$ cat src/common/icache_pkg.sv
//~~~~~~~~~~~~~~~~~~~~~~~~~~~~~~~~~~~~~~~~~~~~~~~~~~~~~~~~~~~~~~~~~~~~~~~~~~
// geometry of the direct-mapped instruction cache with 16-byte blocks
// byte address splits into tag, index and byte offset from msb to lsb
// fetch addresses are halfword aligned so offset bit 0 is always zero
//~~~~~~~~~~~~~~~~~~~~~~~~~~~~~~~~~~~~~~~~~~~~~~~~~~~~~~~~~~~~~~~~~~~~~~~~~~
package icache_pkg;

  localparam int ICACHE_ADDR_W   = 32;
  localparam int ICACHE_INDEX_W  = 6;
  localparam int ICACHE_OFFSET_W = 4;
  localparam int ICACHE_TAG_W    = ICACHE_ADDR_W - ICACHE_INDEX_W - ICACHE_OFFSET_W;
  localparam int ICACHE_DEPTH    = 1 << ICACHE_INDEX_W;
  localparam int ICACHE_BYTES    = 1 << ICACHE_OFFSET_W;
  localparam int ICACHE_BLOCK_W  = 8 * ICACHE_BYTES;
  localparam int ICACHE_INSTR_W  = 32;

  // lsb positions of the address fields
  localparam int ICACHE_INDEX_LSB = ICACHE_OFFSET_W;
  localparam int ICACHE_TAG_LSB   = ICACHE_INDEX_LSB + ICACHE_INDEX_W;

  // last halfword of a block, a 32-bit instruction here spills into the next block
  localparam logic [ICACHE_OFFSET_W-1:0] ICACHE_LAST_HALF = ICACHE_OFFSET_W'(ICACHE_BYTES - 2);

  typedef logic [ICACHE_ADDR_W-1:0]  addr_t;
  typedef logic [ICACHE_INDEX_W-1:0] index_t;
  typedef logic [ICACHE_TAG_W-1:0]   tag_t;
  // byte 0 sits in bits 7:0
  typedef logic [ICACHE_BLOCK_W-1:0] block_t;
  typedef logic [ICACHE_INSTR_W-1:0] instr_t;

endpackage
$ cat src/icache/icache_align.sv
//~~~~~~~~~~~~~~~~~~~~~~~~~~~~~~~~~~~~~~~~~~~~~~~~~~~~~~~~~~~~~~~~~~~~~~~~~~
// picks the 32-bit instruction at a halfword offset, little endian
// offset bit 0 is ignored since fetches are halfword aligned
//~~~~~~~~~~~~~~~~~~~~~~~~~~~~~~~~~~~~~~~~~~~~~~~~~~~~~~~~~~~~~~~~~~~~~~~~~~
`timescale 1ns/1ps

module icache_align import icache_pkg::*; (
  input  block_t                     block,
  input  block_t                     next_block,
  input  logic [ICACHE_OFFSET_W-1:0] offset,
  output instr_t                     instr
);

  logic [ICACHE_BLOCK_W+ICACHE_INSTR_W-1:0] span;
  logic [ICACHE_OFFSET_W+2:0]               bit_pos;

  // low bytes of the following block sit just above the addressed block
  assign span = {next_block[ICACHE_INSTR_W-1:0], block};

  // halfword number times 16 bits
  assign bit_pos = {offset[ICACHE_OFFSET_W-1:1], 4'b0000};

  assign instr = span[bit_pos +: ICACHE_INSTR_W];

endmodule

$ cat config.mk
export PLATFORM = sky130hd
export DESIGN_NAME = icache_align
export DESIGN_NICKNAME = d
export VERILOG_FILES = /design/src/common/icache_pkg.sv /design/src/icache/icache_align.sv
export SDC_FILE = /design/constraint.sdc
export NUM_CORES = 1
export LEC_CHECK = 0
export BUFFER_PORTS_ARGS = -buffer_cell sky130_fd_sc_hd__clkbuf_2
export CAP_MARGIN = 20
export CORE_AREA = 3 3 113 115
export DETAILED_ROUTE_END_ITERATION = 10
export DIE_AREA = 0 0 116 118
export PLACE_DENSITY_LB_ADDON = 0.25
export RECOVER_POWER = 25
export SLEW_MARGIN = 20
export SYNTH_ARGS = -nofsm -noshare
export SYNTH_HDL_FRONTEND = slang
export SYNTH_SLANG_ARGS = --single-unit
$ cat constraint.sdc
create_clock -name vclk -period 3.6
set_input_delay 0.36 -clock vclk [all_inputs]
set_output_delay 0.36 -clock vclk [all_outputs]
set_load 0.05 [all_outputs]
# ---- Yosys cells after proc, flatten, opt, wreduce, memory -nomap -nowiden
# Cells that the tools add are included.
# Widths: inputs -> output; s select.
dict set report classes {
  shift 1
}
# op n
set ops {}
lappend ops {{$shiftx 160x8->32} 1}
dict set report word_totals {
  reg_bits 0
  out_inout_bits 32
  wordCells 1
}

# ---- Longest topological paths before layout
dict set report logic_depth {
  depth_word 1
  depth_mapped 5
  mapped_depth_nobuf 2
}

# ---- Least setup slack after synthesis
# No wires, ideal clock.
dict set report synth_path {
  path_kind {in2out}
  startpoint {input offset[3]}
  endpoint {output instr[12]}
  t_arrival_ns 1.582
  path_slack_ns 1.658
  stages 5
  path_buffers 3
  cell_sequence {buf_6 -> buf_2 -> buf_2 -> mux4_2 -> mux2_2}
}
dict set report synth_between {
  elab_chain_cells 1
}
# item line_no
set synth_rtl {}
lappend synth_rtl {{from (decl)} icache_align.sv:10} ;# input logic [ICACHE_OFFSET_W-1:0] offset,
lappend synth_rtl {{$shiftx 160x8->32} icache_align.sv:23} ;# assign instr = span[bit_pos +: ICACHE_INSTR_W];
lappend synth_rtl {{to (decl)} icache_align.sv:11} ;# output instr_t instr
# No other way between the ends.

# ---- Worst setup path in the final report
dict set report layout_path {
  startpoint {input offset[1]}
  endpoint {output instr[21]}
}
# The elaborated chain is that of the path after synthesis.

==> summary.log <==
[detailed_routing] Avg Vias per Cell 4.89
[synth] Post-Synthesis Mean Instance Area 18.8 um2
[place] final RePlAce weighted congestion 0.764
[synth] instance count of the mapped netlist 114
[setup_path] critical path type in2out
[timing] total setup violations reported at the end of the flow 0
[setup_path] highest fanout seen on the critical path 33
[synth] syn_nets 374
[timing] final-report hold violation count 0
[finish] signed area change from the synthesized netlist to the final layout 45.7%
[run] max_cap viols 0
[synth] synthesized cell area 2140 um2
[global_route] largest net degree at the start of global routing 65
[synth] most used standard cells in the synthesized netlist 47 x mux4_1, 23 x mux2_2, 17 x mux4_2
[global_route] global-route wire length before repair 11300 um
[synth] library cell with the largest summed area after synthesis mux4_1
[cts] Post-CTS Setup Repair Bufs 0
[power_and_ir_drop] Peak supply drop 85.9 uV
[power_and_ir_drop] areal power density over the cells 171 nW/um2
[floorplan] Initial Util 18.0%
[setup_path] crit path capture type output port
[timing] RSZ-0062 raised after global routing no
[finish] share of the core filled with cells 26.2%
[floorplan] horizontal die dimension 116 um
[place] Post-Place Worst Slack 0.990 ns
[finish] share of post-route cells with drive strength above 1 80.9%
[finish] storage element area 0 um2
[worst_hold_path] path type of the worst min-delay path in2out
[cts] cells resized by post-CTS repair 0
[synth] most frequent cell after synthesis mux4_1
[setup_path] WP data arrival 2.51 ns
[timing] period utilisation layout 79.6%
[detailed_routing] drt total wl 7270 um
[timing] slack of the critical path 0.735 ns
[place] Buffers on Ports 179
[place] dpl hpwl 6280 um
[synth] portion of synthesized cell area occupied by the leading cell type 57.6%
[floorplan] DIE AREA 13700 um2
[floorplan] Std-Cell Rows 40
[floorplan] num ports 292
[finish] sequential cells 0
[global_route] number of global-route vias before repair 2248
[finish] n_diodes 0
[detailed_routing] count of antenna-violating nets left after detailed routing 0
[setup_path] Critical Path Start Type input port
[timing] min Tclk post-route 2.87 ns
[synth] library cells used by synthesis 8
[finish] Net count, final 539
[floorplan] height of the chip 118 um
[synth] fraction of the yosys area taken by sequential cells 0%
[detailed_routing] Residual DRC 0
[place] Placed Instance Area 3130 um2
[timing] Slew Limit Fails 0
[timing] transition time of the tightest slew-check pin 1.01 ns
[finish] clock buffer instance count of the final layout 0
[synth] number of synthesis warnings 0
[global_route] global route overflow 0
[detailed_routing] wire length per cell after detailed routing 17.1 um
[finish] Design Area, Final 3120 um2
[cts] CTS hold repair buffers 0
[detailed_routing] overall via count from detail_route 2072
[setup_path] Data required, critical path 3.24 ns
[detailed_routing] number of violations reported at the end of detailed-routing iteration 0 36
[worst_hold_path] number of instances on the worst hold path 4
[detailed_routing] detailed-router iteration count before antenna repair 4
[timing] Max Clk Rate 349 MHz
[timing] accumulated negative setup slack 0 ns
[global_route] global routing usage summed across all routing layers 10.0%
[floorplan] core area 11900 um2
[status] run status finished, final reports clean
[global_route] number of antenna violations at the first check in global routing 0
[power_and_ir_drop] total leakage power 1.51 nW
[timing] Slew HR 32.9%
[synth] largest cells by area after synthesis mux4_1 58%, mux4_2 18%, mux2_2 12%
[metal layers]
| metal | part of all wire (%) | GRT usage (%) | vias to the layer above |
|---|---|---|---|
| met1 | 38 | 12.2 | 1034 |
| li1 | - | - | 927 |
| met5 | 0 | 0 | - |
| met3 | 10 | 2.83 | 2 |
| met4 | 0.083 | 0.0725 | 0 |
| met2 | 52 | 18.5 | 109 |
[stage by stage]
stage / hold slack [ns] / power (mW) / instances
5_1_grt: 1.41 / 0.567 / 424
2_1_floorplan: 1.15 / 0.388 / 114
3_3_place_gp: 1.39 / 0.539 / 424
3_5_place_dp: 1.39 / 0.543 / 424
4_1_cts: 1.39 / 0.545 / 424
6_report: 1.39 / 0.533 / 424
[worst max-delay path: stages]
cell and delay [ns]:
clkbuf_2 0.69, buf_12 0.31, mux4_1 0.57, mux2_2 0.29
clkbuf_2 0.24
[logic make-up after synthesis]
family   Yosys count  share of synthesized area [%]
buf+inv           18                           6.18
mux               96                           93.8
[final cells by class]
| class | instances | area [um2] |
|---|---|---|
| Fill cell | 1283 | 8790 |
| Multi-Input combinational cell | 96 | 2010 |
| Tap cell | 147 | 184 |
| Timing Repair Buffer | 181 | 928 |
[worst paths after layout]
check	from	endpoint	slack (ns)
worst max-delay path	offset[1]	instr[21]	0.73
worst min-delay path	next_block[10]	instr[26]	1.39
[layout by cell type (no fill, tap or decap)]
cell type,n
clkbuf_2,173
mux2_2,23
clkbuf_1,6
buf_12,2
mux4_1,47
mux2_4,9
mux4_2,17
[power breakdown]
part | leakage (nW) | internal [mW] | switching, mW | total, mW
Clock | 0 | 0 | 0 | 0
Combinational | 1.51 | 0.239 | 0.294 | 0.533
Sequential | 0 | 0 | 0 | 0
Total | 1.51 | 0.239 | 0.294 | 0.533
Power figures use the tool's default switching activity.
