### config.mk
export PLATFORM = sky130hd
export DESIGN_NAME = icache_tag_flat
export DESIGN_NICKNAME = d
export VERILOG_FILES = /design/src/common/icache_pkg.sv /design/src/common/icache_fill_if.sv /design/src/icache/icache_tag.sv /design/src/flat_wrapper.sv
export SDC_FILE = /design/constraint.sdc
export NUM_CORES = 2
export LEC_CHECK = 0
export BUFFER_PORTS_ARGS = -buffer_cell sky130_fd_sc_hd__buf_2
export CAP_MARGIN = 30
export CORE_MARGIN = 5
export CORE_UTILIZATION = 45
export DETAILED_ROUTE_END_ITERATION = 16
export PLACE_DENSITY = 0.73
export SLEW_MARGIN = 30
export SYNTH_ARGS = -nofsm -noshare
export SYNTH_HDL_FRONTEND = slang
export SYNTH_SLANG_ARGS = --single-unit
### constraint.sdc
create_clock -name clk -period 4.35 [get_ports clk]
set_clock_uncertainty 0.1 [all_clocks]
set_input_delay 0.87 -clock clk [delete_from_list [all_inputs] [get_ports clk]]
set_output_delay 0.87 -clock clk [all_outputs]
set_load 0.01 [all_outputs]
### src/common/icache_pkg.sv
//~~~~~~~~~~~~~~~~~~~~~~~~~~~~~~~~~~~~~~~~~~~~~~~~~~~~~~~~~~~~~~~~~~~~~~~~~~
// geometry of the direct-mapped instruction cache with 16-byte blocks
// byte address splits into tag, index and byte offset from msb to lsb
// fetch addresses are halfword aligned so offset bit 0 is always zero
//~~~~~~~~~~~~~~~~~~~~~~~~~~~~~~~~~~~~~~~~~~~~~~~~~~~~~~~~~~~~~~~~~~~~~~~~~~
package icache_pkg;

  localparam int ICACHE_ADDR_W   = 32;
  localparam int ICACHE_INDEX_W  = 6;
  localparam int ICACHE_OFFSET_W = 4;
  localparam int ICACHE_TAG_W    = ICACHE_ADDR_W - ICACHE_INDEX_W - ICACHE_OFFSET_W;
  localparam int ICACHE_DEPTH    = 1 << ICACHE_INDEX_W;
  localparam int ICACHE_BYTES    = 1 << ICACHE_OFFSET_W;
  localparam int ICACHE_BLOCK_W  = 8 * ICACHE_BYTES;
  localparam int ICACHE_INSTR_W  = 32;

  // lsb positions of the address fields
  localparam int ICACHE_INDEX_LSB = ICACHE_OFFSET_W;
  localparam int ICACHE_TAG_LSB   = ICACHE_INDEX_LSB + ICACHE_INDEX_W;

  // last halfword of a block, a 32-bit instruction here spills into the next block
  localparam logic [ICACHE_OFFSET_W-1:0] ICACHE_LAST_HALF = ICACHE_OFFSET_W'(ICACHE_BYTES - 2);

  typedef logic [ICACHE_ADDR_W-1:0]  addr_t;
  typedef logic [ICACHE_INDEX_W-1:0] index_t;
  typedef logic [ICACHE_TAG_W-1:0]   tag_t;
  // byte 0 sits in bits 7:0
  typedef logic [ICACHE_BLOCK_W-1:0] block_t;
  typedef logic [ICACHE_INSTR_W-1:0] instr_t;

endpackage
### src/common/icache_fill_if.sv
//~~~~~~~~~~~~~~~~~~~~~~~~~~~~~~~~~~~~~~~~~~~~~~~~~~~~~~~~~~~~~~~~~~~~~~~~~~
// refill write from the cache controller into the data and tag arrays
// wren is a one-cycle pulse, the arrays write at the falling edge
// index_sel low writes the addressed index, high the following index
//~~~~~~~~~~~~~~~~~~~~~~~~~~~~~~~~~~~~~~~~~~~~~~~~~~~~~~~~~~~~~~~~~~~~~~~~~~
`timescale 1ns/1ps

interface icache_fill_if import icache_pkg::*; ();

  logic   wren;
  logic   index_sel;
  block_t data;
  tag_t   tag;

  modport mp_ctrl (
    output wren,
    output index_sel,
    output data,
    output tag
  );

  modport mp_array (
    input wren,
    input index_sel,
    input data,
    input tag
  );

endinterface

### src/icache/icache_tag.sv
//~~~~~~~~~~~~~~~~~~~~~~~~~~~~~~~~~~~~~~~~~~~~~~~~~~~~~~~~~~~~~~~~~~~~~~~~~~
// tag store with one valid bit per block
// tags are written and read at the falling edge, valid bits at the rising
// hit and next_hit compare against the requested tags combinationally
//~~~~~~~~~~~~~~~~~~~~~~~~~~~~~~~~~~~~~~~~~~~~~~~~~~~~~~~~~~~~~~~~~~~~~~~~~~
`timescale 1ns/1ps

module icache_tag import icache_pkg::*; (
  input  logic             clk,
  input  logic             rst_n,
  input  logic             flush,
  icache_fill_if.mp_array  fill,
  input  index_t           index,
  input  index_t           next_index,
  input  tag_t             tag,
  input  tag_t             next_tag,
  output logic             hit,
  output logic             next_hit
);

  tag_t              tag_ram [ICACHE_DEPTH];
  logic [ICACHE_DEPTH-1:0] valid;
  index_t            wr_index;
  tag_t              rd_tag;
  tag_t              rd_tag_next;
  logic              rd_valid;
  logic              rd_valid_next;

  assign wr_index = fill.index_sel ? next_index : index;

  always_ff @(negedge clk) begin
    if (fill.wren) begin
      tag_ram[wr_index] <= fill.tag;
    end
  end

  // set at the end of the write cycle, seen by the next lookup read
  always_ff @(posedge clk) begin
    if (!rst_n || flush) begin
      valid <= '0;
    end else if (fill.wren) begin
      valid[wr_index] <= 1'b1;
    end
  end

  always_ff @(negedge clk) begin
    rd_tag        <= tag_ram[index];
    rd_tag_next   <= tag_ram[next_index];
    rd_valid      <= valid[index];
    rd_valid_next <= valid[next_index];
  end

  assign hit      = rd_valid && (rd_tag == tag);
  assign next_hit = rd_valid_next && (rd_tag_next == next_tag);

endmodule

### src/flat_wrapper.sv
// flat-port wrapper written by rule: the top's interface ports become plain ports
module icache_tag_flat import icache_pkg::*;
  (clk, rst_n, flush, index, next_index, tag, next_tag, hit, next_hit, fill_wren, fill_index_sel, fill_data, fill_tag);
  icache_fill_if fill_i ();
  input  logic clk;
  input  logic rst_n;
  input  logic flush;
  input  index_t index;
  input  index_t next_index;
  input  tag_t tag;
  input  tag_t next_tag;
  output logic hit;
  output logic next_hit;
  input wire logic [$bits(fill_i.wren)-1:0] fill_wren;
  input wire logic [$bits(fill_i.index_sel)-1:0] fill_index_sel;
  input wire logic [$bits(fill_i.data)-1:0] fill_data;
  input wire logic [$bits(fill_i.tag)-1:0] fill_tag;
  assign fill_i.wren = fill_wren;
  assign fill_i.index_sel = fill_index_sel;
  assign fill_i.data = fill_data;
  assign fill_i.tag = fill_tag;
  icache_tag u_core (.clk(clk), .rst_n(rst_n), .flush(flush), .fill(fill_i), .index(index), .next_index(next_index), .tag(tag), .next_tag(next_tag), .hit(hit), .next_hit(next_hit));
endmodule
Word-level counts from Yosys, hierarchy flattened
Memories as Yosys holds them, arrays and structs flattened. A register that Yosys moved wholly into a read port is not among the register bits.
Cells that the tools add are included.
{"block": "op_classes", "eq_ne": 2, "n_reduce_logical": 5, "n_lt_le_gt_ge": 4, "muxes": 9, "bitwise_logic": 1}
{"op": "64-bit bitwise OR", "n": 1}
{"op": "22-bit == test", "n": 2}
{"op": "6-bit by 7-bit < comparator with 1-bit output, second input constant", "n": 3}
{"op": "1-bit binary-select mux with 6-bit select", "n": 2}
{"op": "1-bit demux with 6-bit select", "n": 1}
{"op": "6-bit by 1-bit greater-or-equal comparator with 1-bit output, second input constant", "n": 1}
{"op": "6-bit two-way mux", "n": 1}
{"op": "1-bit two-way mux", "n": 5}
{"op": "1-bit logical AND", "n": 3}
{"op": "1-bit zero test", "n": 1}
{"op": "1-bit logical OR", "n": 1}
{"block": "word_totals", "elab_cells": 25, "ramBits": 1408, "register_bits": 66, "n_memories": 1, "out_inout_bits": 2, "in_bits": 211}
{"name": "u_core.tag_ram", "depth": 64, "width": 22, "rd": 2, "rd_ports_with_merged_regs": 2, "wr": 1, "line_no": "icache_tag.sv:21", "source": "tag_t tag_ram [ICACHE_DEPTH];"}

Logic depth before layout (Yosys ltp)
{"block": "logic_depth", "word_depth": 6, "ltp_mapped": 9}

==> results.txt <==
Top cell type by total area after synthesis: edfxtp_1
Setup-failing EPs final: 60
Crit path launch type: flip-flop
Slew Limit Fails: 0
Clock transition at path regs: 0.06 ns
Mean Syn Cell Area: 19.3 µm²
Slew headroom: 0.477
Clock sinks: 1518
CP required: 3.38 ns
H-tree depth: 4
Worst-Margin Slew: 0.785 ns
Worst VDD drop: 431 µV
GP Congestion: 0.937
Total gr overflow: 0
Flop and latch count out of synthesis: 1518
Synth Flop Type: edfxtp_1
Hold depth: 1
Hold Violations, Final: 0
Largest net degree at the start of global routing: 65
R2R setup slack: 0.24 ns
Number of global-route vias before repair: 52900
Status: complete, but fails checks
CP Cell Sequence: xor2_4 -> nor4_2 -> buf_4 -> nand4_1 -> buf_6 -> nor3_2 -> buf_2
Max FO, Critical Path: 1
WL final: 237 mm
Inserted Clock Buffers: 161
Iter 0 DRT Violations: 7009
Worst Hold Class: reg -> reg
Hold buffer count at CTS: 0
Failing checks: setup timing
CP Capture Type: output pin
Layout overhead on the synthesized area: 33.6%
First drt pass iteration count: 6
Global-route wire length before repair: 335 mm
Synth Net Count: 3808
Initial core utilization: 0.452
Number of antenna violations at the first check in global routing: 7
Top Ports: 213
Worst-skew pair later-pin latency: 0.82 ns
Core Region: 154000 µm²
CTS max path bufs: 3
Post-DRT Antenna Nets: 0
Cell count after synthesis: 3597
Slowest-stage cell, CP: dfxtp_4
Die width: 403 µm
Avg WL per Cell: 29.7 µm
Area contributors post-synth: edfxtp_1 (61%), mux4_2 (21%), mux2i_1 (5.3%)
Die area: 163000 µm²
RR Startpoint: u_core.valid[17]
Fin nets: 6025
Distinct cell type count after synthesis: 45
TritonCTS clock tree: built
Cell depth of the worst flop-to-flop path: 6
Post-synth EDFFs: 1408
DP HPWL: 147 mm
Arrival time at the worst endpoint: 4.56 ns
Die H: 403 µm
FP Rows: 144
Min-Delay Startpoint: u_core.valid[30]
GRT Total Usage: 0.284
Total of max-cap violations: 0
IO Port Bufs: 84
Leak Pwr: 37.5 nW
Hold worst-path end: u_core.valid[30]
Ys async rst share: 0
Crit path largest cell delay: 0.35 ns
Tot Pwr: 39.9 mW
Share of layout cells above drive strength 1: 0.344
Vias per inst: 6.20
Via count: 49500
Reg2reg end: u_core.rd_valid_next
DRC: 0
Setup CP Type: reg -> out
Seq/Total Area, Yosys: 0.639
RSZ-0062 raised after global routing: yes
CTS Root Buffer Type: clkbuf_16
Post-placement worst setup slack: -1.31 ns
Netlist Area Pre-Place: 69600 µm²
Synth warn: 0
PwrDens: 429 nW/µm²
Yosys top cell area share: 0.608
Setup tns final: -2.96 ns
Setup WS post-layout: -1.18 ns
## worst max-delay path: cells and delay by family, from the launching register on
family	cells	cell delay (ns)
XOR/XNOR	1	0.19
buffers and inverters	3	0.54
flip-flops	1	0.35
AND/OR/NAND/NOR	3	0.51
## layer usage
| layer | track usage | share of wire | vias up |
|---|---|---|---|
| met4 | 0.178 | 0.065 | 8 |
| met3 | 0.100 | 0.13 | 774 |
| met2 | 0.430 | 0.47 | 3848 |
| met1 | 0.350 | 0.34 | 25000 |
| met5 | 0 | 0.00026 | - |
| li1 | - | - | 19900 |
## synth_stat cells, types with 3 or more instances
cell,instances
o21ai_0,32
nor3b_1,3
and2_1,3
a211oi_1,32
buf_6,8
clkbuf_1,103
a21oi_1,23
xor2_1,30
buf_2,125
nor2_1,116
nand4_1,6
and4_1,23
nor4_1,6
buf_4,23
or3_1,3
o22ai_1,39
nand3_1,13
a221oi_1,16
o311a_1,16
nor2b_1,22
mux4_2,656
nand2b_1,6
a22oi_1,145
dfxtp_1,110
edfxtp_1,1408
buf_1,18
o221ai_1,14
a311oi_1,16
nand2_1,53
nor3_1,7
o21a_1,64
xnor2_1,14
mux2_2,62
mux2i_1,367
## layout make-up
cell class / instances / area, µm²
clock inverters: 1569 / 6680
inverters: 2 / 7.51
fillers: 10800 / 60900
well taps: 2044 / 2560
diodes: 2 / 5.00
repair buffers: 878 / 9800
flip-flops and latches: 1518 / 44500
clock buffers: 179 / 4290
multi-input cells: 1799 / 25200
## cells in the final DEF, fill, tap and decap left out, drive strengths merged, types with 16 or more instances in the layout
master    netlist  final
a211oi         32     32
clkbuf        103    190
edfxtp       1408   1408
nand2          53     53
mux2           62     62
o22ai          39     39
xor2           30     30
nor2b          22     22
a221oi         16     16
mux4          656    656
inv             2   1508
dfxtp         110    110
a311oi         16     16
bufinv          0     21
and4           23     23
o311a          16     16
o21a           64     64
buf           174    863
clkinvlp        0     26
clkinv          1     16
mux2i         367    367
a22oi         145    145
nor2          116    116
a21oi          23     23
o21ai          34     34
## per-stage QoR
step	utilization	std cells	hold slack, ns	instance area [µm²]
2_1_floorplan	-	3597	0.352	70400
5_1_grt	0.604	7989	0.387	93000
6_report	0.605	7991	0.386	93000
3_5_place_dp	0.519	6166	0.369	79900
4_1_cts	0.597	7943	0.343	91900
3_3_place_gp	0.519	6165	0.360	79900
## what timing repair did
item,4_1_cts,5_1_grt
endpoints found under the setup margin,155,544
setup buffers,25,45
gates cloned,11,11
resized for setup,128,118
pin swaps,27,45
## flip-flops by register name, summed over array words and instances, names as in the netlist
| signal | flops |
|---|---|
| u_core.rd_tag_next | 22 |
| u_core.tag_ram | 1408 |
| u_core.rd_valid_next | 1 |
| u_core.rd_valid | 1 |
| u_core.valid | 64 |
| u_core.rd_tag | 22 |
## kinds of logic (layout without fill, tap and decap cells)
family          Yosys count  count (layout)  synth area share
mux                    1085            1085             0.275
flops                  1518            1518             0.639
simple gates            267             267            0.0186
other cells               0               2                 0
xor+xnor                 44              44           0.00554
compound gates          403             403            0.0422
buf+inv                 280            2628            0.0195
## where the power goes
part | internal [mW] | switching [mW] | total (mW)
registers | 16.2 | 0.140 | 16.4
clock network | 10.2 | 9.75 | 19.9
logic | 1.69 | 1.88 | 3.56
total | 28.1 | 11.8 | 39.9
## worst max path at each step
stage,startpoint,end,cells after the start
detailed placement,index[0],u_core.rd_tag[8],8
global placement,index[0],u_core.rd_tag[8],8
floorplan,index[0],u_core.tag_ram[32][0],8
finish,u_core.rd_tag_next[18],next_hit,7
CTS,u_core.rd_tag_next[12],next_hit,7
global route,u_core.rd_tag_next[18],next_hit,7
No activity file was read; power rests on OpenSTA's default activity.
