## config.mk

```make
export PLATFORM = sky130hd
export DESIGN_NAME = icache_ctrl_flat
export DESIGN_NICKNAME = d
export VERILOG_FILES = /design/src/common/icache_pkg.sv /design/src/common/icache_fill_if.sv /design/src/icache/icache_ctrl.sv /design/src/flat_wrapper.sv
export SDC_FILE = /design/constraint.sdc
export NUM_CORES = 1
export LEC_CHECK = 0
export BUFFER_PORTS_ARGS = -buffer_cell sky130_fd_sc_hd__buf_2
export CORE_AREA = 5 5 158 160
export DETAILED_ROUTE_END_ITERATION = 8
export DIE_AREA = 0 0 163 165
export GPL_TIMING_DRIVEN = 0
export PLACE_DENSITY = 0.61
export SYNTH_ARGS = -nofsm -noshare
export SYNTH_HDL_FRONTEND = slang
export SYNTH_SLANG_ARGS = --single-unit
```

## constraint.sdc

```tcl
create_clock -name clk -period 5.4 [get_ports clk]
set_clock_uncertainty 0.2 [all_clocks]
set_input_delay 0.54 -clock clk [delete_from_list [all_inputs] [get_ports clk]]
set_output_delay 0.54 -clock clk [all_outputs]
set_load 0.03 [all_outputs]
```

## src/common/icache_pkg.sv

```systemverilog
//~~~~~~~~~~~~~~~~~~~~~~~~~~~~~~~~~~~~~~~~~~~~~~~~~~~~~~~~~~~~~~~~~~~~~~~~~~
// geometry of the direct-mapped instruction cache with 16-byte blocks
// byte address splits into tag, index and byte offset from msb to lsb
// fetch addresses are halfword aligned so offset bit 0 is always zero
//~~~~~~~~~~~~~~~~~~~~~~~~~~~~~~~~~~~~~~~~~~~~~~~~~~~~~~~~~~~~~~~~~~~~~~~~~~
package icache_pkg;

  localparam int ICACHE_ADDR_W   = 32;
  localparam int ICACHE_INDEX_W  = 6;
  localparam int ICACHE_OFFSET_W = 4;
  localparam int ICACHE_TAG_W    = ICACHE_ADDR_W - ICACHE_INDEX_W - ICACHE_OFFSET_W;
  localparam int ICACHE_DEPTH    = 1 << ICACHE_INDEX_W;
  localparam int ICACHE_BYTES    = 1 << ICACHE_OFFSET_W;
  localparam int ICACHE_BLOCK_W  = 8 * ICACHE_BYTES;
  localparam int ICACHE_INSTR_W  = 32;

  // lsb positions of the address fields
  localparam int ICACHE_INDEX_LSB = ICACHE_OFFSET_W;
  localparam int ICACHE_TAG_LSB   = ICACHE_INDEX_LSB + ICACHE_INDEX_W;

  // last halfword of a block, a 32-bit instruction here spills into the next block
  localparam logic [ICACHE_OFFSET_W-1:0] ICACHE_LAST_HALF = ICACHE_OFFSET_W'(ICACHE_BYTES - 2);

  typedef logic [ICACHE_ADDR_W-1:0]  addr_t;
  typedef logic [ICACHE_INDEX_W-1:0] index_t;
  typedef logic [ICACHE_TAG_W-1:0]   tag_t;
  // byte 0 sits in bits 7:0
  typedef logic [ICACHE_BLOCK_W-1:0] block_t;
  typedef logic [ICACHE_INSTR_W-1:0] instr_t;

endpackage
```

## src/common/icache_fill_if.sv

```systemverilog
//~~~~~~~~~~~~~~~~~~~~~~~~~~~~~~~~~~~~~~~~~~~~~~~~~~~~~~~~~~~~~~~~~~~~~~~~~~
// refill write from the cache controller into the data and tag arrays
// wren is a one-cycle pulse, the arrays write at the falling edge
// index_sel low writes the addressed index, high the following index
//~~~~~~~~~~~~~~~~~~~~~~~~~~~~~~~~~~~~~~~~~~~~~~~~~~~~~~~~~~~~~~~~~~~~~~~~~~
`timescale 1ns/1ps

interface icache_fill_if import icache_pkg::*; ();

  logic   wren;
  logic   index_sel;
  block_t data;
  tag_t   tag;

  modport mp_ctrl (
    output wren,
    output index_sel,
    output data,
    output tag
  );

  modport mp_array (
    input wren,
    input index_sel,
    input data,
    input tag
  );

endinterface

```

## src/icache/icache_ctrl.sv

```systemverilog
//~~~~~~~~~~~~~~~~~~~~~~~~~~~~~~~~~~~~~~~~~~~~~~~~~~~~~~~~~~~~~~~~~~~~~~~~~~
// cache controller, lookup and block refill sequencing
// requests are ignored while fetch_busy is high, including the result cycle
// fence_i only takes effect in idle
//~~~~~~~~~~~~~~~~~~~~~~~~~~~~~~~~~~~~~~~~~~~~~~~~~~~~~~~~~~~~~~~~~~~~~~~~~~
`timescale 1ns/1ps

module icache_ctrl import icache_pkg::*; (
  input  logic                       clk,
  input  logic                       rst_n,
  input  logic                       fetch_req,
  input  addr_t                      fetch_addr,
  input  logic                       fence_i,
  output logic                       fetch_busy,
  output logic                       instr_valid,
  output logic                       mem_req,
  output addr_t                      mem_addr,
  input  logic                       mem_valid,
  input  block_t                     mem_data,
  input  logic                       hit,
  input  logic                       next_hit,
  output index_t                     index,
  output index_t                     next_index,
  output tag_t                       tag,
  output tag_t                       next_tag,
  output logic [ICACHE_OFFSET_W-1:0] offset,
  output logic                       flush,
  icache_fill_if.mp_ctrl             fill
);

  typedef enum logic [1:0] {
    st_idle,
    st_lookup,
    st_refill_wait,
    st_refill_write
  } state_t;

  state_t                                   state;
  addr_t                                    addr_q;
  block_t                                   fill_data;
  logic                                     sel_next;
  logic                                     take_req;
  logic                                     need_next;
  logic                                     all_hit;
  logic [ICACHE_ADDR_W-ICACHE_OFFSET_W-1:0] next_block_num;

  // no new request in the result cycle, busy still covers it
  assign take_req = (state == st_idle) && fetch_req && !instr_valid;

  assign tag    = addr_q[ICACHE_ADDR_W-1:ICACHE_TAG_LSB];
  assign index  = addr_q[ICACHE_TAG_LSB-1:ICACHE_INDEX_LSB];
  assign offset = addr_q[ICACHE_OFFSET_W-1:0];

  // following block, the carry out of the index runs into the tag
  assign next_block_num         = addr_q[ICACHE_ADDR_W-1:ICACHE_OFFSET_W] + 1'b1;
  assign {next_tag, next_index} = next_block_num;

  assign need_next = (offset == ICACHE_LAST_HALF);
  assign all_hit   = hit && (!need_next || next_hit);

  assign flush      = fence_i && (state == st_idle);
  assign fetch_busy = (state != st_idle) || instr_valid;

  assign mem_addr = sel_next ? {next_tag, next_index, {ICACHE_OFFSET_W{1'b0}}}
                             : {tag, index, {ICACHE_OFFSET_W{1'b0}}};

  assign fill.wren      = (state == st_refill_write);
  assign fill.index_sel = sel_next;
  assign fill.data      = fill_data;
  assign fill.tag       = sel_next ? next_tag : tag;

  always_ff @(posedge clk) begin
    if (!rst_n) begin
      state       <= st_idle;
      instr_valid <= 1'b0;
      mem_req     <= 1'b0;
      sel_next    <= 1'b0;
    end else begin
      instr_valid <= 1'b0;
      mem_req     <= 1'b0;
      case (state)
        st_idle: begin
          if (take_req) begin
            state <= st_lookup;
          end
        end
        st_lookup: begin
          if (all_hit) begin
            instr_valid <= 1'b1;
            state       <= st_idle;
          end else begin
            // addressed block first, following block once that one hits
            mem_req  <= 1'b1;
            sel_next <= hit;
            state    <= st_refill_wait;
          end
        end
        st_refill_wait: begin
          if (mem_valid) begin
            state <= st_refill_write;
          end
        end
        st_refill_write: begin
          state <= st_lookup;
        end
        default: begin
          state <= st_idle;
        end
      endcase
    end
  end

  always_ff @(posedge clk) begin
    if (take_req) begin
      addr_q <= fetch_addr;
    end
    if ((state == st_refill_wait) && mem_valid) begin
      fill_data <= mem_data;
    end
  end

endmodule

```

## src/flat_wrapper.sv

```systemverilog
// flat-port wrapper written by rule: the top's interface ports become plain ports
module icache_ctrl_flat import icache_pkg::*;
  (clk, rst_n, fetch_req, fetch_addr, fence_i, fetch_busy, instr_valid, mem_req, mem_addr, mem_valid, mem_data, hit, next_hit, index, next_index, tag, next_tag, offset, flush, fill_wren, fill_index_sel, fill_data, fill_tag);
  icache_fill_if fill_i ();
  input  logic clk;
  input  logic rst_n;
  input  logic fetch_req;
  input  addr_t fetch_addr;
  input  logic fence_i;
  output logic fetch_busy;
  output logic instr_valid;
  output logic mem_req;
  output addr_t mem_addr;
  input  logic mem_valid;
  input  block_t mem_data;
  input  logic hit;
  input  logic next_hit;
  output index_t index;
  output index_t next_index;
  output tag_t tag;
  output tag_t next_tag;
  output logic [ICACHE_OFFSET_W-1:0] offset;
  output logic flush;
  output wire logic [$bits(fill_i.wren)-1:0] fill_wren;
  output wire logic [$bits(fill_i.index_sel)-1:0] fill_index_sel;
  output wire logic [$bits(fill_i.data)-1:0] fill_data;
  output wire logic [$bits(fill_i.tag)-1:0] fill_tag;
  assign fill_wren = fill_i.wren;
  assign fill_index_sel = fill_i.index_sel;
  assign fill_data = fill_i.data;
  assign fill_tag = fill_i.tag;
  icache_ctrl u_core (.clk(clk), .rst_n(rst_n), .fetch_req(fetch_req), .fetch_addr(fetch_addr), .fence_i(fence_i), .fetch_busy(fetch_busy), .instr_valid(instr_valid), .mem_req(mem_req), .mem_addr(mem_addr), .mem_valid(mem_valid), .mem_data(mem_data), .hit(hit), .next_hit(next_hit), .index(index), .next_index(next_index), .tag(tag), .next_tag(next_tag), .offset(offset), .flush(flush), .fill(fill_i));
endmodule
```

# Word-level counts from Yosys, hierarchy flattened
# Cells that the tools add are included.
word_totals:
  word_cells: 36
  out_inout_bits: 248
  ff_bits: 165
op_classes:
  n_reduce_logical: 14
  addsub: 1
  n_eq_ne: 6
  bitwise_logic: 1
  mux: 8
ops:
  columns: ["cell", "n"]
  rows:
  - ["two-way mux 32 bit", 1]
  - ["adder 28 x 1 -> 28 bit (second input constant)", 1]
  - ["two-way mux 22 bit", 1]
  - ["one-hot mux 2 bit (4 select lines)", 1]
  - ["two-way mux 2 bit", 3]
  - ["AND reduction 2 bit", 3]
  - ["logical AND 1 bit", 5]
  - ["== test 2 bit (second input constant)", 2]
  - ["== test 4 bit (second input constant)", 1]
  - ["== test 2 x 1 -> 1 bit (second input constant)", 1]
  - ["logical NOT 1 bit", 2]
  - ["logical NOT 2 bit", 1]
  - ["logical OR 1 bit", 2]
  - ["two-way mux 1 bit", 2]
  - ["inequality test 2 x 1 -> 1 bit (second input constant)", 1]
  - ["inequality test 2 bit (second input constant)", 1]
  - ["nonzero test 2 bit", 1]
  - ["inverter 1 bit", 1]

# Depth between registers and ports, before layout
# Gate-level depths: netlist (run 1).
logic_depth:
  word_depth: 6
  mapped_depth: 6

# Least setup slack after synthesis (run 1)
# No wires, ideal clock.
synth_timing:
  path_type: "register to register"
  from: "register u_core.state[0]"
  to: "register u_core.fill_data[0] (netlist: u_core.fill.data[0]), enable pin"
  path_buffers: 0
  arrival_time_ps: 3509
  required_time_ps: 4698
  stages_incl_launch_ff: 4
  setup_ps: 502
  path_slack_ps: 1189
  cell_sequence: "dfxtp_1 > inv_1 > ha_1 > and2_1"
synth_between:
  elab_chain_cells: 2
synth_rtl:
  columns: ["element", "line_no", "source"]
  rows:
  - ["from (decl)", "icache_ctrl.sv:38", "state_t state;"]
  - ["from (signal assigned)", "icache_ctrl.sv:74", "state <= st_idle;"]
  - ["from (signal assigned)", "icache_ctrl.sv:84", "state <= st_lookup;"]
  - ["from (signal assigned)", "icache_ctrl.sv:90", "state <= st_idle;"]
  - ["== test 2 bit", "icache_ctrl.sv:117", "if ((state == st_refill_wait) && mem_valid) begin"]
  - ["logical AND 1 bit", "icache_ctrl.sv:117", null]
  - ["to (signal assigned)", "icache_ctrl.sv:118", "fill_data <= mem_data;"]
  - ["to (decl)", "icache_ctrl.sv:40", "block_t fill_data;"]
# Every way passes these cells.
# A chain may end at the register's enable or synchronous reset.

# Worst setup path after layout (run 1)
layout_timing:
  from: "register u_core.addr_q[12]"
  to: "output mem_addr[27]"
layout_between:
  elab_chain_cells: 2
layout_rtl:
  columns: ["element", "line_no", "source"]
  rows:
  - ["from (decl)", "icache_ctrl.sv:39", "addr_t addr_q;"]
  - ["from (signal assigned)", "icache_ctrl.sv:115", "addr_q <= fetch_addr;"]
  - ["adder 28 x 1 -> 28 bit", "icache_ctrl.sv:55", "assign next_block_num = addr_q[ICACHE_ADDR_W-1:ICACHE_OFFSET_W] + 1'b1;"]
  - ["two-way mux 32 bit", "icache_ctrl.sv:64", "assign mem_addr = sel_next ? {next_tag, next_index, {ICACHE_OFFSET_W{1'b0}}}"]
  - ["to (decl)", "flat_wrapper.sv:13", "output addr_t mem_addr;"]
# Every way passes these cells.

==> results of run 1 <==
report_power, final:
group          leakage, nW  switching, mW  internal (mW)
sequential            1.50         0.0330           1.44
clock                0.282          0.594          0.620
combinational         2.27          0.301          0.156
total                 4.05          0.928           2.22
worst max path at each step:
stage / cells after the start / startpoint / to / slack, ns
global route: 7 / u_core.addr_q[4] / mem_addr[30] / 1.77
CTS: 7 / u_core.addr_q[4] / mem_addr[30] / 1.89
global placement: 2 / mem_valid / u_core.fill.data[53] / -0.03
finish: 7 / u_core.addr_q[12] / mem_addr[27] / 1.97
floorplan: 3 / u_core.state[0] / u_core.fill.data[0] / 1.19
detailed placement: 7 / u_core.addr_q[4] / mem_addr[30] / 2.36
layout by cell type, fill, tap and decap left out, types with 2 or more instances in the layout:
cell type / count
nand3_1: 25
and2_1: 3
xnor2_1: 43
dfxtp_1: 5
nor4_1: 2
xor2_1: 10
nand2_1: 17
clkbuf_1: 3
nand4_1: 15
and4_1: 2
nor4_4: 4
ha_1: 5
conb_1: 4
clkinv_8: 2
nand4_4: 2
nand2b_1: 2
and3_1: 8
edfxtp_1: 160
inv_8: 5
buf_4: 28
buf_16: 2
buf_2: 415
inv_1: 7
inv_6: 5
clkbuf_16: 17
nor2_1: 8
diode_2: 2
registers in the layout, indices dropped and copies added, names as in the netlist:
name and flops:
u_core.fill.index_sel 1, u_core.fill.data 128, u_core.mem_req 1, u_core.addr_q 32
u_core.instr_valid 1, u_core.state 2
worst max-delay path: cells and delay by family (launching register included):
kind	cells	cell delay (ns)
XOR/XNOR	1	0.23
buffers and inverters	3	0.51
flip-flops	1	0.34
AND/OR/NAND/NOR	3	1.17
cell type report:
type,count,area share (%)
diodes,2,0.0526
plain buffers,37,2.64
clock buffers,17,4.47
clock inverters,15,1.60
inverters,7,0.276
multi-input cells,164,12.9
flip-flops and latches,165,51.5
well taps,319,4.19
repair buffers,413,22.4
metrics by stage:
step | cell area [µm²] | power (mW) | TNS [ns] | setup WS, ns
floorplan | 6400 | 1.79 | 0 | 1.19
global route | 9510 | 3.28 | 0 | 1.77
finish | 9520 | 3.15 | 0 | 1.97
global placement | 8850 | 1.96 | -2.17 | -0.0304
CTS | 9510 | 3.20 | 0 | 1.89
detailed placement | 8930 | 1.97 | 0 | 2.36
metal layers:
layer | global-route usage [%] | vias to the layer above | wire (µm)
li1 | - | 2216 | -
met1 | 14.6 | 2220 | 6980
met2 | 27.6 | 256 | 11200
met3 | 8.88 | 16 | 3030
met4 | 4.16 | 2 | 331
met5 | 0 | - | 18
cells by family after synthesis:
logic type               count (synthesis)
adder cells (fa/ha/maj)                  5
AND/OR/NAND/NOR                         96
buffers and inverters                   44
AO/OA/AOI/OAI                            5
flip-flops                             165
XOR/XNOR                                53
multiplexers                             1
other                                    1
==> flow_summary.ini, run 1 <==
[timing]
rsz0062_at_grt = false
fmax_mhz = 291
fin_crit_sh_pct = 63.5
slew_headroom_pct = 56.0
worst-slew-pin-transition_ns = 0.660
finalSetupViolations = 0
final_max_slew_viol_count = 0
hold_viol = 0
whs_ns = 0.0851
period_needed_ns = 3.43

[cts]
htreeDepth = 4
clkTransAtPathRegs_ns = 0.08
clkSinkCount = 165
cts-root-buf = clkbuf_16
postCtsSetupRepairBufs = 0
cts_hold_repair.buffers = 0
cts_resized = 0
cts_inserted_buffers = 17
cts.path.max_buffers = 2
clk_latency_ns = 0.42
tritoncts = built

[detailed_routing]
antenna_left = 0
via_per_inst = 4.14
drt-pass1-iter-count = 4
drt_iter0_markers = 298
dr_total_vias = 4710
wire_per_inst_um = 18.9
wirelength_um = 21500
drcViolationCount = 0

[power]
peakVddDrop_uv = 151
p_leak_nw = 4.05
power_density_nw_per_um2 = 331

[floorplanning]
start_util_pct = 27.4
die_x_um = 163
pin_count = 415
rows = 56
core_area_um2 = 23300
fp.dieH_um = 165
die_area_um2 = 26900

[synthesis]
ys_seq_elements = 165
yosys.area_share.adder_pct = 0.980
synth_area_um2 = 6380
synth_top_family_by_area = simple AND/OR/NAND/NOR gates
synthMuxAreaShare_pct = 0.176
yosysWarnings = 0
synth-simple-area-share_pct = 9.72
yosysMostFrequentCell = edfxtp_1
synth_top_area_share_pct = 75.2
synthArstFlopShare_pct = 0
yosysSeqAreaShare_pct = 76.8
syn_area_per_cell_um2 = 17.3
ys_top_cells_by_area = edfxtp_1 75%, xnor2_1 5.9%, buf_4 3.3%
synth_cells = 370
synthXorXnorAreaFrac_pct = 7.27
synth_edf_count = 160
synth_area_leader_cell = edfxtp_1
yosys-top-cells-count = 160 x edfxtp_1, 43 x xnor2_1, 28 x buf_4
synth.distinct_cells = 34
synth_flop_cell = edfxtp_1
synth_compound_area_share_pct = 0.627

[setup_path]
endpoint_kind = output port
cp.arrival_ns = 2.69
path_cells = buf_2, nand3_1, nor4_4, nand4_1, xnor2_1, buf_4, buf_2
cp_slowest_cell = nor4_4
startpoint_type = flop
reg2reg_to = u_core.fill.data[6]
r2r_cells = 5
r2r-start = u_core.state[0]
crit_fanout = 7
rrSetupSlack_ns = 3.25
required_ns = 4.66
path_common_cell = buf_2
path_class = reg -> out
max_stage_delay_ns = 0.57

[flow_run]
maxCapViolations = 0

[global_route]
antenna_found_initial = 2
grtUsageTotal_pct = 15.2
grt_max_degree = 61
grt_pass1_wl_um = 30100
grt_pass1_vias = 4870
grt_overflow_total = 0

[placement]
dp_hpwl_um = 17200
dp_cells = 1105
port_buffers = 410
routabilityCongestion = 0.788

[min_path]
hold_depth = 1
min_to = u_core.fill.data[90]
min_path_type = in -> reg
min_from = mem_data[90]

[finish]
nets = 977
final_util_pct = 40.9
drive_gt1_share_pct = 60.0
regArea_um2 = 4900
fin_cells = 1139
n_fill_cell = 2250
area_delta_synth_final_pct = 49.0
multi_input_area_um2 = 1220

[outcome]
status = complete, no violations
No activity file was read; power rests on OpenSTA's default activity.
==> run 2, diff against run 1 <==
--- a/config.mk
+++ b/config.mk
@@ -6,11 +6,11 @@
 export NUM_CORES = 1
 export LEC_CHECK = 0
 export BUFFER_PORTS_ARGS = -buffer_cell sky130_fd_sc_hd__buf_2
-export CORE_AREA = 5 5 158 160
+export CORE_AREA = 5 5 157 159
 export DETAILED_ROUTE_END_ITERATION = 8
-export DIE_AREA = 0 0 163 165
+export DIE_AREA = 0 0 162 164
 export GPL_TIMING_DRIVEN = 0
-export PLACE_DENSITY = 0.61
+export PLACE_DENSITY = 0.64
 export SYNTH_ARGS = -nofsm -noshare
 export SYNTH_HDL_FRONTEND = slang
 export SYNTH_SLANG_ARGS = --single-unit
==> constraint.sdc (replaced) <==
create_clock -name clk -period 2.8 [get_ports clk]
set_clock_uncertainty 0.2 [all_clocks]
set_input_delay 0.28 -clock clk [delete_from_list [all_inputs] [get_ports clk]]
set_output_delay 0.28 -clock clk [all_outputs]
set_load 0.03 [all_outputs]
==> flow_summary.ini, run 2 (synthesis results as in run 1) <==
[min_path]
hold_depth = 3
min_path_type = in -> reg
min_to = u_core.instr_valid
min_from = next_hit

[placement]
post-place-ws_ns = 0.0506
port_buffers = 410
routabilityCongestion = 0.830
dp_hpwl_um = 17700

[power]
p_total_mw = 6.43
peakVddDrop_uv = 379
p_leak_nw = 5.18
power_density_nw_per_um2 = 539

[detailed_routing]
wirelength_um = 25300
antenna_left = 0
via_per_inst = 4.31
drt-pass1-iter-count = 4
drcViolationCount = 0
wire_per_inst_um = 19.0
dr_total_vias = 5742
drt_iter0_markers = 331

[setup_path]
r2r-start = u_core.state[0]
r2r_cells = 4
crit_fanout = 8
max_stage_delay_ns = 0.46
reg2reg_to = u_core.fill.data[82]
cp_slowest_cell = nor4_4
path_cells = buf_6, nand4_4, nor4_4, nand4_1, xnor2_2, buf_4, buf_6
path_class = reg -> out
cp.arrival_ns = 2.30
path_delay_family = simple AND/OR/NAND/NOR gates
crit_buf_inv = 3
rrSetupSlack_ns = 0.52
startpoint_type = flop
required_ns = 2.32
endpoint_kind = output port
path_common_cell = buf_6

[floorplanning]
fp.dieH_um = 164
pin_count = 415
rows = 56
die_x_um = 162
core_area_um2 = 23100
die_area_um2 = 26600
start_util_pct = 27.6

[cts]
cts.path.max_buffers = 2
htreeDepth = 4
clkTransAtPathRegs_ns = 0.07
clk_latency_ns = 0.41
tritoncts = built
cts_inserted_buffers = 17
cts-root-buf = clkbuf_16
clkSinkCount = 165

[global_route]
grt_pass1_wl_um = 35300
antenna_found_initial = 4
grt_overflow_total = 0
grt_max_degree = 68
grt_pass1_vias = 6062
grtUsageTotal_pct = 17.8

[timing]
worst-slew-pin-transition_ns = 0.822
finalSetupViolations = 0
slew_headroom_pct = 45.2
final.setup.worst_slack_ns = 0.0231
hold_viol = 0
period_needed_ns = 2.78
rsz0062_at_grt = true
fmax_mhz = 360
fin_crit_sh_pct = 99.2
final_max_slew_viol_count = 0

[finish]
nets = 1198
area_delta_synth_final_pct = 86.9
largest_reg_flops = 128
layout_commonest_cell = buf_2
drive_gt1_share_pct = 56.2
final_cell_mix = 393 x buf_2, 162 x dlygate4sd3_1, 160 x edfxtp_1

[flow_run]
maxCapViolations = 0

[outcome]
status = complete, no violations
run 2: power by group:
part	switching, mW	internal [mW]
Sequential	0.0601	2.78
Clock	1.14	1.20
Combinational	0.686	0.556
run 2: tightest hold or removal path, delay by kind of cell:
family	cells	cell delay (ns)
AO/OA/AOI/OAI	1	0.14
AND/OR/NAND/NOR	1	0.12
buffers and inverters	1	0.07
run 2: what timing repair did:
item	in CTS	in global routing
buffers inserted	23	39
pin swaps	10	23
endpoints found under the setup margin	58	32
hold endpoints to repair	165	0
hold buffers	162	0
resized for setup	24	58
run 2: worst max-delay path by stage:
stage	startpoint	endpoint	slack (ns)	cells past startpoint
global route	u_core.addr_q[12]	mem_addr[22]	-0.09	9
global placement	u_core.state[0]	u_core.fill.data[115]	-0.61	3
CTS	u_core.addr_q[15]	mem_addr[24]	0.0002	8
detailed placement	u_core.addr_q[12]	mem_addr[25]	0.05	7
floorplan	u_core.addr_q[4]	mem_addr[14]	-0.03	6
finish	u_core.addr_q[15]	mem_addr[31]	0.02	7
run 2: layer usage:
| layer | share of wire [%] | GRT usage [%] |
|---|---|---|
| met1 | 33 | 17.1 |
| met2 | 54 | 33.8 |
| met3 | 10 | 8.26 |
| met4 | 1.9 | 5.19 |
| met5 | 0 | 0 |
run 2: through the flow:
step | setup TNS [ns] | hold slack (ns) | utilization, % | instance area, µm² | instances
2_1_floorplan | -0.0288 | 0.179 | - | 6500 | 373
3_3_place_gp | -75.45 | 0.256 | 38.6 | 8920 | 1073
3_5_place_dp | 0 | 0.258 | 38.8 | 8970 | 1075
4_1_cts | 0 | 0.0255 | 49.4 | 11400 | 1290
5_1_grt | -0.667 | 0.0705 | 51.6 | 11900 | 1333
6_report | 0 | 0.0435 | 51.6 | 11900 | 1333
run 2: final cells by class:
type,count,area (µm²)
antenna,4,10.0
fill,1955,11200
timing repair buffer,636,4280
clock inverter,15,163
clock buffer,17,425
tap,290,363
buffer,35,290
multi-input combinational,164,1470
inverter,7,26.3
sequential,165,4910
==> run 3, diff against run 2 <==
--- a/config.mk
+++ b/config.mk
@@ -10,6 +10,7 @@
 export DETAILED_ROUTE_END_ITERATION = 8
 export DIE_AREA = 0 0 162 164
 export GPL_TIMING_DRIVEN = 0
+export HOLD_SLACK_MARGIN = 0.1
 export PLACE_DENSITY = 0.64
 export SYNTH_ARGS = -nofsm -noshare
 export SYNTH_HDL_FRONTEND = slang
==> flow_summary.ini, run 3 (synthesis results as in run 1) <==
[floorplanning]
pin_count = 415
die_area_um2 = 26600
start_util_pct = 27.6
fp.dieH_um = 164
core_area_um2 = 23100
die_x_um = 162
rows = 56

[power]
switching_share_pct = 29.4
p_int_mw = 4.54
p_total_mw = 6.43
pwr-share-seq_pct = 44.2
p_leak_nw = 5.19
combPwrFrac_pct = 19.4
p_sw_mw = 1.89
clkPwrFrac_pct = 36.4
power_density_nw_per_um2 = 538
peakVddDrop_uv = 382

[cts]
tritoncts = built
cts-root-buf = clkbuf_16
cts.path.max_buffers = 2
clkTransAtPathRegs_ns = 0.08
cts_inserted_buffers = 17
clk_latency_ns = 0.41
clkSinkCount = 165
htreeDepth = 4

[setup_path]
endpoint_kind = output port
path_class = reg -> out
path_cells = buf_6, nand3_4, buf_6, nor4_4, buf_4, nand3_1, xnor2_2, buf_4, buf_4
r2r-start = u_core.state[0]
reg2reg_to = u_core.fill.data[82]
cp_slowest_cell = edfxtp_1
path_common_cell = buf_4
path_depth = 9
crit_buf_inv = 5
critPathLaunch = u_core.addr_q[12]
path_delay_family = buffers and inverters
crit_fanout = 5
r2r_cells = 4
max_stage_delay_ns = 0.39
startpoint_type = flop
required_ns = 2.32
cp.arrival_ns = 2.31
rrSetupSlack_ns = 0.51

[global_route]
grt_overflow_total = 0
grtUsageTotal_pct = 17.8
grt_pass1_wl_um = 35400
antenna_found_initial = 4
grt_pass1_vias = 6085
grt_max_degree = 68

[placement]
routabilityCongestion = 0.830
placed_cell_area_um2 = 8970
port_buffers = 410
post-place-ws_ns = 0.0506
dp_hpwl_um = 17700

[min_path]
min_from = mem_valid
min_to = u_core.state[1]
hold_depth = 4
min_path_type = in -> reg

[flow_run]
maxCapViolations = 0

[detailed_routing]
wirelength_um = 25400
drt-pass1-iter-count = 4
via_per_inst = 4.31
drcViolationCount = 0
drt_iter0_markers = 325
dr_total_vias = 5749
wire_per_inst_um = 19.0
antenna_left = 0

[timing]
final.setup.worst_slack_ns = 0.0111
whs_ns = 0.141
slew_headroom_pct = 45.3
period_needed_ns = 2.79
worst-slew-pin-transition_ns = 0.821
final_max_slew_viol_count = 0
finalSetupViolations = 0
fmax_mhz = 359
rsz0062_at_grt = true
hold_viol = 0
fin_crit_sh_pct = 99.6
setup_tns_ns = 0

[finish]
final_cell_mix = 393 x buf_2, 164 x dlygate4sd3_1, 160 x edfxtp_1
area_delta_synth_final_pct = 87.2
n_fill_cell = 1948
final_area_um2 = 12000
layout_commonest_cell = buf_2
largest_reg_flops = 128
regArea_um2 = 4910
multi_input_area_um2 = 1470
drive_gt1_share_pct = 56.1
nets = 1200

[outcome]
status = complete, no violations
==> run 3: cell types whose count changed in the layout (fill, tap and decap cells not counted) <==
cell,previous run,this run
dlygate4sd3_1,162,164
==> run 3: final cells by class <==
type	instances	area share [%]
multi-input cells	164	12.3
repair buffers	638	36.0
inverters	7	0.220
well taps	290	3.04
clock buffers	17	3.56
plain buffers	35	2.43
clock inverters	15	1.36
diodes	4	0.0838
flip-flops and latches	165	41.0
==> run 3: repair_timing <==
item / 4_1_cts / 5_1_grt
pin swaps: 10 / 23
hold endpoints to repair: 169 / 0
setup endpoints to repair: 58 / 32
gates resized for setup: 24 / 58
hold buffers: 164 / 0
buffers inserted: 23 / 39
==> run 3: layer usage <==
layer	track usage, %	vias to the layer above	part of all wire [%]
met4	5.15	0	2.0
met1	17.2	2740	33
met3	8.26	33	11
met2	33.8	296	54
li1	-	2680	-
met5	0	-	0
==> run 3: worst max-delay path by stage <==
stage                             to  slack [ns]
2_1_floorplan           mem_addr[14]       -0.03
3_3_place_gp   u_core.fill.data[115]       -0.61
3_5_place_dp            mem_addr[25]        0.05
4_1_cts                 mem_addr[24]      0.0002
5_1_grt                 mem_addr[22]       -0.09
6_report                mem_addr[22]        0.01
==> run 3: tightest hold or removal path, stage by stage <==
cell      delay (ns)
buf_2           0.10
nor2b_1         0.10
a21oi_1         0.09
o221ai_1        0.14
==> run 3: power groups by stage <==
| stage | clock network [mW] | registers, mW | logic, mW |
|---|---|---|---|
| floorplan | 0 | 3.01 | 0.450 |
| global placement | 0 | 2.91 | 0.882 |
| detailed placement | 0 | 2.91 | 0.903 |
| CTS | 2.43 | 2.84 | 1.15 |
| global route | 2.54 | 2.85 | 1.31 |
| finish | 2.34 | 2.84 | 1.25 |
==> run 3: stage by stage <==
stage / util (%) / std cells
detailed placement: 38.8 / 1075
floorplan: - / 373
global placement: 38.6 / 1073
CTS: 49.5 / 1292
finish: 51.7 / 1335
global route: 51.7 / 1335
